**src/hdl/cpu_consts.svh**
```systemverilog
`ifndef CPU_CONSTS_SVH
`define CPU_CONSTS_SVH

// Datapath word width
`define DATA_W 18

// Instruction word address width
`define PC_W 9

// Register index width, sixteen registers
`define REG_IDX_W 4

// Number of architectural registers
`define NUM_REGS 16

// Immediate field width in the I form
`define IMM_W 6

// Data memory geometry
`define DMEM_DEPTH 64
`define DMEM_ADDR_W 6

`endif

```
**src/hdl/cpu_pkg.sv**
```systemverilog
`include "cpu_consts.svh"

package cpu_pkg;

    typedef enum logic [3:0] {
        opAdd  = 4'd0,
        opSub  = 4'd1,
        opAnd  = 4'd2,
        opOr   = 4'd3,
        opXor  = 4'd4,
        opSlt  = 4'd5,
        opAddi = 4'd6,
        opLw   = 4'd7,
        opSw   = 4'd8,
        opBeq  = 4'd9,
        opJal  = 4'd10
    } opcode_e;

    typedef enum logic [2:0] {
        aluAdd,
        aluSub,
        aluAnd,
        aluOr,
        aluXor,
        aluSlt,
        aluPassB
    } aluOp_e;

    typedef struct packed {
        opcode_e                opcode;
        logic [`REG_IDX_W-1:0]  rd;
        logic [`REG_IDX_W-1:0]  rs1;
        logic [`REG_IDX_W-1:0]  rs2;
        logic [1:0]             pad;     // Unused in register form
    } rForm_s;

    typedef struct packed {
        opcode_e                opcode;
        logic [`REG_IDX_W-1:0]  rt;      // Dest, or store data / compare source
        logic [`REG_IDX_W-1:0]  rs1;
        logic signed [`IMM_W-1:0] imm;
    } iForm_s;

    // Same 18-bit word seen as either instruction layout
    typedef union packed {
        rForm_s rForm;
        iForm_s iForm;
    } instrWord_u;

    typedef struct packed {
        logic [`DATA_W-1:0]    rs1Data;
        logic [`DATA_W-1:0]    rs2Data;
        logic [`DATA_W-1:0]    imm;
        logic [`REG_IDX_W-1:0] rs1;
        logic [`REG_IDX_W-1:0] rs2;
        logic [`REG_IDX_W-1:0] rd;
        logic [`PC_W-1:0]      pc;
        aluOp_e                aluOp;
        logic                  aluSrcImm;
        logic                  regWrite;
        logic                  memWrite;
        logic                  memToReg;
        logic                  branch;
        logic                  jump;
    } decoded_s;

    typedef struct packed {
        logic [`DATA_W-1:0]    aluResult;
        logic [`DATA_W-1:0]    storeData;
        logic [`DATA_W-1:0]    linkData;
        logic [`REG_IDX_W-1:0] rd;
        logic                  regWrite;
        logic                  memWrite;
        logic                  memToReg;
        logic                  link;
    } execMem_s;

    typedef struct packed {
        logic                  valid;
        logic [`REG_IDX_W-1:0] regIdx;
        logic [`DATA_W-1:0]    data;
    } wbPort_s;

endpackage

```
**src/hdl/aluUnit.sv**
```systemverilog
`timescale 1ns/100ps
`include "cpu_consts.svh"

module aluUnit (
    input  logic [`DATA_W-1:0] a,
    input  logic [`DATA_W-1:0] b,
    input  cpu_pkg::aluOp_e    op,
    output logic [`DATA_W-1:0] result,
    output logic               zero
);
    import cpu_pkg::*;

    logic lessThan;

    assign lessThan = $signed(a) < $signed(b);  // Two's complement compare

    always_comb begin
        case (op)
            aluAdd:   result = a + b;
            aluSub:   result = a - b;
            aluAnd:   result = a & b;
            aluOr:    result = a | b;
            aluXor:   result = a ^ b;
            aluSlt:   result = {{(`DATA_W-1){1'b0}}, lessThan};
            aluPassB: result = b;
            default:  result = '0;
        endcase
    end

    // Branch compare uses SUB, so equal operands give zero
    assign zero = (result == '0);

endmodule

```
**src/hdl/cpuCore.sv**
```systemverilog
`timescale 1ns/100ps
`include "cpu_consts.svh"

module cpuCore (
    input  logic                    clk,
    input  logic                    rst,
    input  logic                    instrValid,
    input  cpu_pkg::instrWord_u     instr,
    input  logic [`PC_W-1:0]        pc,
    output logic                    redirect,
    output logic [`PC_W-1:0]        pcTarget,
    output logic                    storeValid,
    output logic [`DMEM_ADDR_W-1:0] storeAddr,
    output logic [`DATA_W-1:0]      storeData,
    output cpu_pkg::wbPort_s        wb
);
    import cpu_pkg::*;

    decoded_s              dec;
    execMem_s              exMem;
    logic [`REG_IDX_W-1:0] rfAddrA;
    logic [`REG_IDX_W-1:0] rfAddrB;
    logic [`DATA_W-1:0]    rfDataA;
    logic [`DATA_W-1:0]    rfDataB;

    regFile u_regFile (
        .clk     (clk),
        .rst     (rst),
        .rdAddrA (rfAddrA),
        .rdAddrB (rfAddrB),
        .rdDataA (rfDataA),
        .rdDataB (rfDataB),
        .wb      (wb)
    );

    decodeStage u_decode (
        .clk        (clk),
        .rst        (rst),
        .instrValid (instrValid),
        .instr      (instr),
        .pc         (pc),
        .squash     (redirect),  // Kills the instruction behind a taken branch
        .rfAddrA    (rfAddrA),
        .rfAddrB    (rfAddrB),
        .rfDataA    (rfDataA),
        .rfDataB    (rfDataB),
        .dec        (dec)
    );

    executeStage u_execute (
        .clk      (clk),
        .rst      (rst),
        .dec      (dec),
        .wb       (wb),
        .exMem    (exMem),
        .redirect (redirect),
        .pcTarget (pcTarget)
    );

    memWriteback u_memWb (
        .clk   (clk),
        .rst   (rst),
        .exMem (exMem),
        .wb    (wb)
    );

    // Store port taps the M-stage register
    assign storeValid = exMem.memWrite;
    assign storeAddr  = exMem.aluResult[`DMEM_ADDR_W-1:0];
    assign storeData  = exMem.storeData;

endmodule

```
**src/hdl/decodeStage.sv**
```systemverilog
`timescale 1ns/100ps
`include "cpu_consts.svh"

module decodeStage (
    input  logic                  clk,
    input  logic                  rst,
    input  logic                  instrValid,
    input  cpu_pkg::instrWord_u   instr,
    input  logic [`PC_W-1:0]      pc,
    input  logic                  squash,
    output logic [`REG_IDX_W-1:0] rfAddrA,
    output logic [`REG_IDX_W-1:0] rfAddrB,
    input  logic [`DATA_W-1:0]    rfDataA,
    input  logic [`DATA_W-1:0]    rfDataB,
    output cpu_pkg::decoded_s     dec
);
    import cpu_pkg::*;

    decoded_s              nextDec;
    opcode_e               opcode;
    logic                  isRegForm;
    logic [`REG_IDX_W-1:0] rs1Idx;
    logic [`REG_IDX_W-1:0] rs2Idx;
    logic [`REG_IDX_W-1:0] rdIdx;

    assign opcode    = instr.rForm.opcode;
    assign isRegForm = opcode inside {opAdd, opSub, opAnd, opOr, opXor, opSlt};

    // Pick register indexes from whichever layout the opcode implies
    assign rs1Idx = isRegForm ? instr.rForm.rs1 : instr.iForm.rs1;
    assign rs2Idx = isRegForm ? instr.rForm.rs2 : instr.iForm.rt;
    assign rdIdx  = isRegForm ? instr.rForm.rd  : instr.iForm.rt;

    assign rfAddrA = rs1Idx;
    assign rfAddrB = rs2Idx;

    always_comb begin
        nextDec         = '0;  // Unknown opcodes fall out as bubbles
        nextDec.rs1Data = rfDataA;
        nextDec.rs2Data = rfDataB;
        nextDec.imm     = {{(`DATA_W-`IMM_W){instr.iForm.imm[`IMM_W-1]}}, instr.iForm.imm};
        nextDec.rs1     = rs1Idx;
        nextDec.rs2     = rs2Idx;
        nextDec.rd      = rdIdx;
        nextDec.pc      = pc;
        nextDec.aluOp   = aluAdd;

        case (opcode)
            opAdd, opSub, opAnd, opOr, opXor, opSlt: begin
                nextDec.regWrite = 1'b1;
                case (opcode)
                    opSub:   nextDec.aluOp = aluSub;
                    opAnd:   nextDec.aluOp = aluAnd;
                    opOr:    nextDec.aluOp = aluOr;
                    opXor:   nextDec.aluOp = aluXor;
                    opSlt:   nextDec.aluOp = aluSlt;
                    default: nextDec.aluOp = aluAdd;
                endcase
            end
            opAddi: begin
                nextDec.aluSrcImm = 1'b1;
                nextDec.regWrite  = 1'b1;
            end
            opLw: begin
                nextDec.aluSrcImm = 1'b1;  // Address = rs1 + imm
                nextDec.regWrite  = 1'b1;
                nextDec.memToReg  = 1'b1;
            end
            opSw: begin
                nextDec.aluSrcImm = 1'b1;
                nextDec.memWrite  = 1'b1;
            end
            opBeq: begin
                nextDec.aluOp  = aluSub;   // rs1 - rt, zero means equal
                nextDec.branch = 1'b1;
            end
            opJal: begin
                nextDec.aluOp     = aluPassB;
                nextDec.aluSrcImm = 1'b1;
                nextDec.regWrite  = 1'b1;  // rt gets pc+1
                nextDec.jump      = 1'b1;
            end
            default: ;
        endcase
    end

    always_ff @(posedge clk or negedge rst) begin
        if (!rst) begin
            dec <= '0;
        end else if (instrValid && !squash) begin
            dec <= nextDec;
        end else begin
            dec <= '0;  // Empty slot or wrong-path instruction
        end
    end

endmodule

```
**src/hdl/executeStage.sv**
```systemverilog
`timescale 1ns/100ps
`include "cpu_consts.svh"

module executeStage (
    input  logic              clk,
    input  logic              rst,
    input  cpu_pkg::decoded_s dec,
    input  cpu_pkg::wbPort_s  wb,
    output cpu_pkg::execMem_s exMem,
    output logic              redirect,
    output logic [`PC_W-1:0]  pcTarget
);
    import cpu_pkg::*;

    logic [`DATA_W-1:0] srcA;
    logic [`DATA_W-1:0] srcB;
    logic [`DATA_W-1:0] aluB;
    logic [`DATA_W-1:0] aluResult;
    logic               aluZero;
    logic [`PC_W-1:0]   pcPlusOne;

    // Newest producer wins: M stage first, then the writeback bus
    function automatic logic [`DATA_W-1:0] pickOperand(
        input logic [`REG_IDX_W-1:0] idx,
        input logic [`DATA_W-1:0]    rfVal,
        input execMem_s              mReg,
        input logic [`DATA_W-1:0]    mData,
        input wbPort_s               wbBus
    );
        logic [`DATA_W-1:0] val;
        val = rfVal;
        if (mReg.regWrite && (mReg.rd == idx) && (idx != '0)) begin
            val = mData;
        end else if (wbBus.valid && (wbBus.regIdx == idx) && (idx != '0)) begin
            val = wbBus.data;
        end
        return val;
    endfunction

    assign srcA = pickOperand(dec.rs1, dec.rs1Data, exMem, exMem.aluResult, wb);
    assign srcB = pickOperand(dec.rs2, dec.rs2Data, exMem, exMem.aluResult, wb);
    assign aluB = dec.aluSrcImm ? dec.imm : srcB;

    aluUnit u_alu (
        .a      (srcA),
        .b      (aluB),
        .op     (dec.aluOp),
        .result (aluResult),
        .zero   (aluZero)
    );

    assign pcTarget  = dec.pc + dec.imm[`PC_W-1:0];  // Wraps within the 9-bit space
    assign pcPlusOne = dec.pc + `PC_W'(1);
    assign redirect  = dec.jump || (dec.branch && aluZero);

    always_ff @(posedge clk or negedge rst) begin
        if (!rst) begin
            exMem <= '0;
        end else begin
            exMem.aluResult <= aluResult;
            exMem.storeData <= srcB;                  // Forwarded rt for SW
            exMem.linkData  <= {{(`DATA_W-`PC_W){1'b0}}, pcPlusOne};
            exMem.rd        <= dec.rd;
            exMem.regWrite  <= dec.regWrite;
            exMem.memWrite  <= dec.memWrite;
            exMem.memToReg  <= dec.memToReg;
            exMem.link      <= dec.jump;
        end
    end

endmodule

```
**src/hdl/memWriteback.sv**
```systemverilog
`timescale 1ns/100ps
`include "cpu_consts.svh"

module memWriteback (
    input  logic              clk,
    input  logic              rst,
    input  cpu_pkg::execMem_s exMem,
    output cpu_pkg::wbPort_s  wb
);

    logic [`DATA_W-1:0]      mem [`DMEM_DEPTH];
    logic [`DMEM_ADDR_W-1:0] addr;
    logic [`DATA_W-1:0]      loadData;
    logic [`DATA_W-1:0]      resultData;

    assign addr = exMem.aluResult[`DMEM_ADDR_W-1:0];  // Upper address bits ignored

    // Memory starts out cleared so early loads read zero
    always_ff @(posedge clk or negedge rst) begin
        if (!rst) begin
            for (int i = 0; i < `DMEM_DEPTH; i++) begin
                mem[i] <= '0;
            end
        end else if (exMem.memWrite) begin
            mem[addr] <= exMem.storeData;
        end
    end

    assign loadData = mem[addr];  // Asynchronous read

    always_comb begin
        if (exMem.memToReg) begin
            resultData = loadData;
        end else if (exMem.link) begin
            resultData = exMem.linkData;
        end else begin
            resultData = exMem.aluResult;
        end
    end

    always_ff @(posedge clk or negedge rst) begin
        if (!rst) begin
            wb <= '0;
        end else begin
            // Writes aimed at register 0 never reach the bus
            wb.valid  <= exMem.regWrite && (exMem.rd != '0);
            wb.regIdx <= exMem.rd;
            wb.data   <= resultData;
        end
    end

endmodule

```
**src/hdl/regFile.sv**
```systemverilog
`timescale 1ns/100ps
`include "cpu_consts.svh"

module regFile (
    input  logic                  clk,
    input  logic                  rst,
    input  logic [`REG_IDX_W-1:0] rdAddrA,
    input  logic [`REG_IDX_W-1:0] rdAddrB,
    output logic [`DATA_W-1:0]    rdDataA,
    output logic [`DATA_W-1:0]    rdDataB,
    input  cpu_pkg::wbPort_s      wb
);

    logic [`DATA_W-1:0] regs [`NUM_REGS];
    logic               wrEn;

    assign wrEn = wb.valid && (wb.regIdx != '0);  // Register 0 never written

    always_ff @(posedge clk or negedge rst) begin
        if (!rst) begin
            for (int i = 0; i < `NUM_REGS; i++) begin
                regs[i] <= '0;
            end
        end else if (wrEn) begin
            regs[wb.regIdx] <= wb.data;
        end
    end

    // Same-cycle write wins so decode sees the value three instructions back
    assign rdDataA = (wrEn && (wb.regIdx == rdAddrA)) ? wb.data : regs[rdAddrA];
    assign rdDataB = (wrEn && (wb.regIdx == rdAddrB)) ? wb.data : regs[rdAddrB];

endmodule

```
**config.mk**
```make
export PLATFORM = sky130hd
export DESIGN_NAME = cpuCore
export DESIGN_NICKNAME = d
export VERILOG_FILES = /design/src/hdl/cpu_pkg.sv /design/src/hdl/aluUnit.sv /design/src/hdl/cpuCore.sv /design/src/hdl/decodeStage.sv /design/src/hdl/executeStage.sv /design/src/hdl/memWriteback.sv /design/src/hdl/regFile.sv
export VERILOG_INCLUDE_DIRS = /design/src /design/src/hdl
export SDC_FILE = /design/constraint.sdc
export NUM_CORES = 2
export LEC_CHECK = 0
export BUFFER_PORTS_ARGS = -buffer_cell sky130_fd_sc_hd__buf_2
export CAP_MARGIN = 20
export CORE_UTILIZATION = 55
export CTS_BUF_LIST = sky130_fd_sc_hd__clkbuf_4 sky130_fd_sc_hd__clkbuf_8
export DETAILED_ROUTE_END_ITERATION = 10
export HOLD_SLACK_MARGIN = 0.05
export PLACE_DENSITY = 0.74
export SYNTH_ARGS = -nofsm -noshare
export SYNTH_HDL_FRONTEND = slang
export SYNTH_HIERARCHICAL = 1
export SYNTH_SLANG_ARGS = --single-unit
```
**constraint.sdc**
```tcl
create_clock -name clk -period 14 [get_ports clk]
set_input_delay 4.2 -clock clk [delete_from_list [all_inputs] [get_ports clk]]
set_output_delay 4.2 -clock clk [all_outputs]
set_load 0.05 [all_outputs]
```
; Word-level counts from Yosys, hierarchy flattened
; Index checks and enable logic that the tools add are counted.
[op_classes]
addsub = 4
shift = 0
n_div = 0
magnitude_cmp = 7
mul = 0
eq_ne = 22
bitwise = 7
n_mux = 35
n_reduce_logical = 29
[ops]
columns = operator, count
row1 = $bwmux 1152, 1
row2 = $mux 18, 17
row3 = $bwmux 288, 1
row4 = $bmux 18 s4, 2
row5 = $pmux 18 s7, 1
row6 = $bmux 18 s6, 1
row7 = $demux 18 s6, 1
row8 = $mux 84, 1
row9 = $demux 18 s4, 1
row10 = $eq 4x4->1, 6
row11 = $add 18x18->18, 1
row12 = $and 18x18->18, 1
row13 = $logic_not 18->1, 1
row14 = $lt 18x18->1, 1
row15 = $or 18x18->18, 1
row16 = $sub 18x18->18, 1
row17 = $xor 18x18->18, 1
row18 = $eq 4x3->1 const B, 4
row19 = $logic_and 1x1->1, 16
row20 = $reduce_bool 4->1, 4
row21 = $ge 5x5->1 const B, 3
row22 = $not 4->5, 3
row23 = $pmux 3 s5, 1
row24 = $eq 4x4->1 const B, 3
row25 = 22 further kinds, 31
[word_totals]
latchBits = 0
input_bits = 30
output_inout_bits = 58
mem_bits_ro = 0
reg_bits = 1600
ramBits = 0
elab_cells = 209
memories = 0

; Depth between registers and ports, before layout
[logic_depth]
ltp_word = 14
mapped_depth = 23
ltp_nobuf = 20

; Hierarchy
; Netlist, hierarchy kept.
[modules_own_cells]
columns = module, cells_each, seq_area_each_um2, instances, area_per_inst_um2
row1 = memWriteback, 3925, 29403.2, 1, 53284.9
row2 = regFile, 987, 7206.9, 1, 15820.2
row3 = aluUnit, 468, 0.0, 1, 3198.1
row4 = executeStage, 315, 1326.3, 1, 3148.0
row5 = decodeStage, 195, 1801.7, 1, 2646.3

; Worst setup path before layout
; Ideal clock, no wire load.
[synth_timing]
kind = reg-to-output
startpoint = register u_memWb/wb[22] (netlist name)
endpoint = output port redirect
stages_incl_launch_ff = 19
n_path_buf = 2
required_time_ps = 9800
t_arrival_ps = 5273
setup_slack_ps = 4527
path_cell_list = dfrtp_1 and2_1 clkbuf_1 buf_4 nand3_1 and3_1 o31ai_1 inv_1 ha_1 or2_1 a2111o_1 a211oi_2 o21ai_1 a311o_1 a31o_2 a211oi_1 and4bb_1 and3_1 a21o_1
[synth_between]
elab_chain_cells = 10
elab_cells_between_ends = 19
classes_between = 2 x add/sub / 1 x order compare / 6 x mux / 3 x bitwise / 7 x reduce/logical
[synth_rtl]
columns = item, line
row1 = $logic_and 1x1->1 * (2 in series), executeStage.sv:34  ; end else if (wbBus.valid && (wbBus.regIdx == idx) && (idx != '0)) begin
row2 = $mux 18 *, executeStage.sv:34
row3 = $mux 18 *, executeStage.sv:32  ; if (mReg.regWrite && (mReg.rd == idx) && (idx != '0)) begin
row4 = $mux 18 *, executeStage.sv:42  ; assign aluB = dec.aluSrcImm ? dec.imm : srcB;
row5 = via u_execute.aluB[1], executeStage.sv:17  ; logic [`DATA_W-1:0] aluB;
row6 = "$sub 18x18->18, or another cell as far along", aluUnit.sv:20  ; aluSub: result = a - b;
row7 = $pmux 18 s7 *, aluUnit.sv:18  ; case (op)
row8 = $logic_not 18->1 *, aluUnit.sv:31  ; assign zero = (result == '0);
row9 = via u_execute.aluZero, executeStage.sv:19  ; logic aluZero;
row10 = $logic_and 1x1->1 *, executeStage.sv:54  ; assign redirect = dec.jump || (dec.branch && aluZero);
row11 = $logic_or 1x1->1 *, executeStage.sv:54
row12 = to (decl), cpuCore.sv:10  ; output logic redirect,
; The timed path passes the listed nets; every way through them passes the cells marked *.

; Worst setup path after layout
[layout_timing]
startpoint = register u_decode/dec[25] (netlist name)
endpoint = output port redirect
[layout_between]
elab_chain_cells = 11
elab_cells_between_ends = 20
classes_between = 2 x add/sub / 1 x order compare / 2 x eq/ne / 4 x mux / 3 x bitwise / 8 x reduce/logical
[layout_rtl]
columns = item, line
row1 = $eq 4x4->1, executeStage.sv:34
row2 = $logic_and 1x1->1 (2 in series), executeStage.sv:34
row3 = $mux 18, executeStage.sv:34
row4 = $mux 18 *, executeStage.sv:32
row5 = $mux 18 *, executeStage.sv:42
row6 = via u_execute.aluB[1], executeStage.sv:17
row7 = "$sub 18x18->18, or another cell as far along", aluUnit.sv:20
row8 = $pmux 18 s7 *, aluUnit.sv:18
row9 = $logic_not 18->1 *, aluUnit.sv:31
row10 = via u_execute.aluZero, executeStage.sv:19
row11 = $logic_and 1x1->1 *, executeStage.sv:54
row12 = $logic_or 1x1->1 *, executeStage.sv:54
; Marked as above.

==> metrics.csv <==
stage,metric,value,unit
synth,Synth area leaders,"dfrtp_1 (51%), mux2_2 (22%), mux4_2 (5.1%)",
final_layout,post-layout util,0.606,
drt,Routed WL per cell,31.2,um
sta,Tcrit/Tclk final,0.844,
synth,Yosys reg bits,1588,
placed_design,final RePlAce weighted congestion,0.909,
synth,Post-synth EDFFs,0,
hold_path,hold path endpoint,u_execute/exMem[5]$_DFF_PN0_,
placed_design,Cells after DPL,7434,
critical_path,Worst EP required,9.80,ns
global_routing,initial antenna violation count,9,
drt,DRT antenna net count,0,
critical_path,R2R Setup Slk,6.57,ns
floorplanning,Rows,137,
global_routing,vias in the first global route,54594,
synth,Netlist cell types,106,
sta,Final Max Tran Viols,0,
synth,most common cell in the synthesized netlist,dfrtp_1,
outcome,status,"complete, no violations",
clocking,post-CTS sizing,0,
floorplanning,Core Region,0.140,mm^2
final_layout,Layout Cells excl Fill,7893,
hold_path,Min-Delay Path Depth,0,
synth,dominant cell type by area after synthesis,dfrtp_1,
critical_path,WP data arrival,7.61,ns
global_routing,Overflow after GRT,0,
placed_design,HPWL Detailed,149000,um
clocking,Worst-path clk slew,0.06,ns
sta,Hold Worst Slack,0.347,ns
clocking,number of post-CTS setup repair buffers,0,
global_routing,global-route usage over all layers,0.346,
power,power density over the cells,136,mW/mm^2
synth,Post-Syn Area,0.0781,mm^2
synth,Post-Synthesis Cells,5890,
drt,DRT Pass-1 Iters,7,
critical_path,R2R Path End,u_decode/dec[73]$_DFF_PN0_,
critical_path,WP buf/inv,2,
sta,Hold Fails Final Rpt,0,
sta,"Setup violations, final",0,
critical_path,critical path peak fanout,19,
synth,most common flop cell mapped by yosys,dfrtp_1,
drt,vias post-DR,53640,
sta,worst rel slew slack,0.183,
sta,Tmin final,11.81,ns
power,worst vdd ir,0.111,mV
drt,final wirelength,246000,um
drt,drt drc,0,
clocking,insertion delay to the later sink of the worst-skew pair,1.05,ns
sta,Highest Clock Rate,84.7,MHz
global_routing,largest net degree at the start of global routing,183,
placed_design,I/O Buffers,87,
drt,drt initial violations,6291,
clocking,clock sinks,1588,
clocking,Clock Root Buffer,clkbuf_8,
synth,Mean Syn Cell Area,13.3,um^2
synth,post-synthesis sequential area ratio,0.509,
sta,Layout Skew,0.0980,ns
floorplanning,Die Wd,379,um
clocking,hold buffers post-CTS,0,
clocking,CTS Buf Count,274,
floorplanning,die area,0.144,mm^2
global_routing,first-pass GRT wire length,366000,um
flow_run,Max-Cap Viols,0,
critical_path,crit path launch type,flop,
final_layout,layout cells sized above 1,0.421,
critical_path,critical path type,flop to output pin,
sta,setup_tns,0,ns
synth,Post-synth top cells,"dfrtp_1 (1588), mux2_2 (1492), clkbuf_1 (278), a22oi_1 (254), mux2i_1 (205)",
power,Overall Power,11600,uW
synth,YS warnings,6,
critical_path,R2R depth,20,
floorplanning,Starting Density,0.557,
final_layout,area delta synth->final,8.88,%
sta,RSZ-0062 raised after global routing,no,
floorplanning,Top-Level Pins,88,
critical_path,CP Capture Type,output pin,
critical_path,worst-path cell chain,xnor2_1 -> nand4_1 -> or2_1 -> and3_1 -> o31ai_1 -> inv_1 -> ha_1 -> or2_1 -> a2111o_1 -> a21oi_1 -> o22ai_1 -> o21ai_0 -> nand4b_1 -> nor4_1 -> and4bb_1 -> and3_1 -> a21o_1 -> buf_2,
drt,vias per std cell,6.80,
synth,fraction of registers with async set/reset,1.00,
floorplanning,DIE HEIGHT,379,um
sta,Least-Margin Pin Slew,1.21,ns
power,Pleak,0.0401,uW
clocking,H-tree level count,5,
hold_path,HP Start,u_decode/dec[19]$_DFF_PN0_,
clocking,CTS max path bufs,4,
critical_path,Top delay family on crit path,simple AND/OR/NAND/NOR gates,
final_layout,nets,5942,
synth,post-synth top area share,0.509,
critical_path,Slowest cell on crit path,or2_1,
clocking,CTS tree,done,
hold_path,Hold/Removal Path Class,flop to flop,
critical_path,CP peak stage delay,0.69,ns
critical_path,Reg-to-Reg Start,u_decode/dec[25]$_DFF_PN0_,
==> area by class of cell <==
type                       count  area [um^2]
tap                         1876         2350
sequential                  1588        39800
timing repair buffer         255         1940
fill                       10928        55200
clock inverter                30          253
clock buffer                 412         5100
multi-input combinational   3663        35400
antenna                        5         12.5
inverter                      64          243
==> layer usage <==
metal,vias up,global-route usage,share of wire
met5,-,0.00206,0.00042
met4,10,0.208,0.066
met3,791,0.0846,0.095
met2,2884,0.524,0.45
met1,28013,0.452,0.39
li1,21942,-,-
==> cells in the final DEF, fill, tap and decap left out, types with 72 or more instances in the layout <==
master	count
mux4_2	176
o22ai_1	72
buf_4	148
o21ai_0	120
dfrtp_1	1567
nor2_1	141
a221oi_1	162
mux2_2	1492
nor3_1	76
clkbuf_4	95
buf_2	84
a22oi_1	254
mux2i_1	205
nand2_1	99
clkbuf_8	321
a21oi_1	110
==> sequential cells by signal, summed over array words and instances (netlist names) <==
register and count:
u_memWb/wb 23, u_decode/dec 72, u_execute/exMem 53, u_memWb/mem 1152, u_regFile/regs 288
==> per-stage QoR <==
step / area (um^2) / worst slack (ns)
after floorplan: 78100 / 4.53
after global placement: 79400 / 3.41
after detailed placement: 79500 / 3.34
after CTS: 84800 / 2.28
after global routing: 85000 / 1.75
final: 85000 / 2.19
==> worst register-to-register path, cell delays in order, from the launching register on <==
cell      delay [ns]
dfrtp_1         0.41
xnor2_1         0.17
nand4_1         0.59
or2_1           0.70
and3_1          0.27
o31ai_1         0.66
inv_1           0.17
ha_1            0.38
or2_1           0.27
a2111o_1        0.48
a21oi_1         0.24
o22ai_1         0.10
o21ai_0         0.40
nand4b_1        0.18
nor4_1          0.47
and4bb_1        0.26
and3_1          0.27
a21o_1          0.29
and2b_1         0.37
buf_4           0.32
and2_1          0.30
==> worst max-delay path by stage <==
| stage | from | endpoint | slack, ns | cells after the start |
|---|---|---|---|---|
| 3_3_place_gp | u_decode/dec[23]$_DFF_PN0_ | redirect | 3.41 | 18 |
| 5_1_grt | u_execute/exMem[7]$_DFF_PN0_ | redirect | 1.75 | 18 |
| 6_report | u_decode/dec[25]$_DFF_PN0_ | redirect | 2.19 | 18 |
| 2_1_floorplan | u_memWb/wb[22]$_DFF_PN0_ | redirect | 4.53 | 18 |
| 3_5_place_dp | u_decode/dec[23]$_DFF_PN0_ | redirect | 3.34 | 18 |
| 4_1_cts | u_decode/dec[25]$_DFF_PN0_ | redirect | 2.28 | 18 |
==> report_power, final <==
| part | internal [uW] | total [uW] | switching (uW) |
|---|---|---|---|
| clock | 2360 | 4230 | 1860 |
| sequential | 4760 | 4960 | 201 |
| combinational | 669 | 2410 | 1750 |
==> cells by family (layout without fill, tap and decap cells) <==
kind of cell    count (synthesis)  in the layout  share of synthesized area
mux                          1889           1889                      0.295
compound gates                985            985                     0.0918
fa+ha+maj                      67             67                     0.0110
simple gates                  670            670                     0.0480
xor+xnor                       43             43                    0.00482
buf+inv                       647            761                     0.0402
other cells                     1             14                  0.0000480
flops                        1588           1588                      0.509
Power figures use the tool's default switching activity.
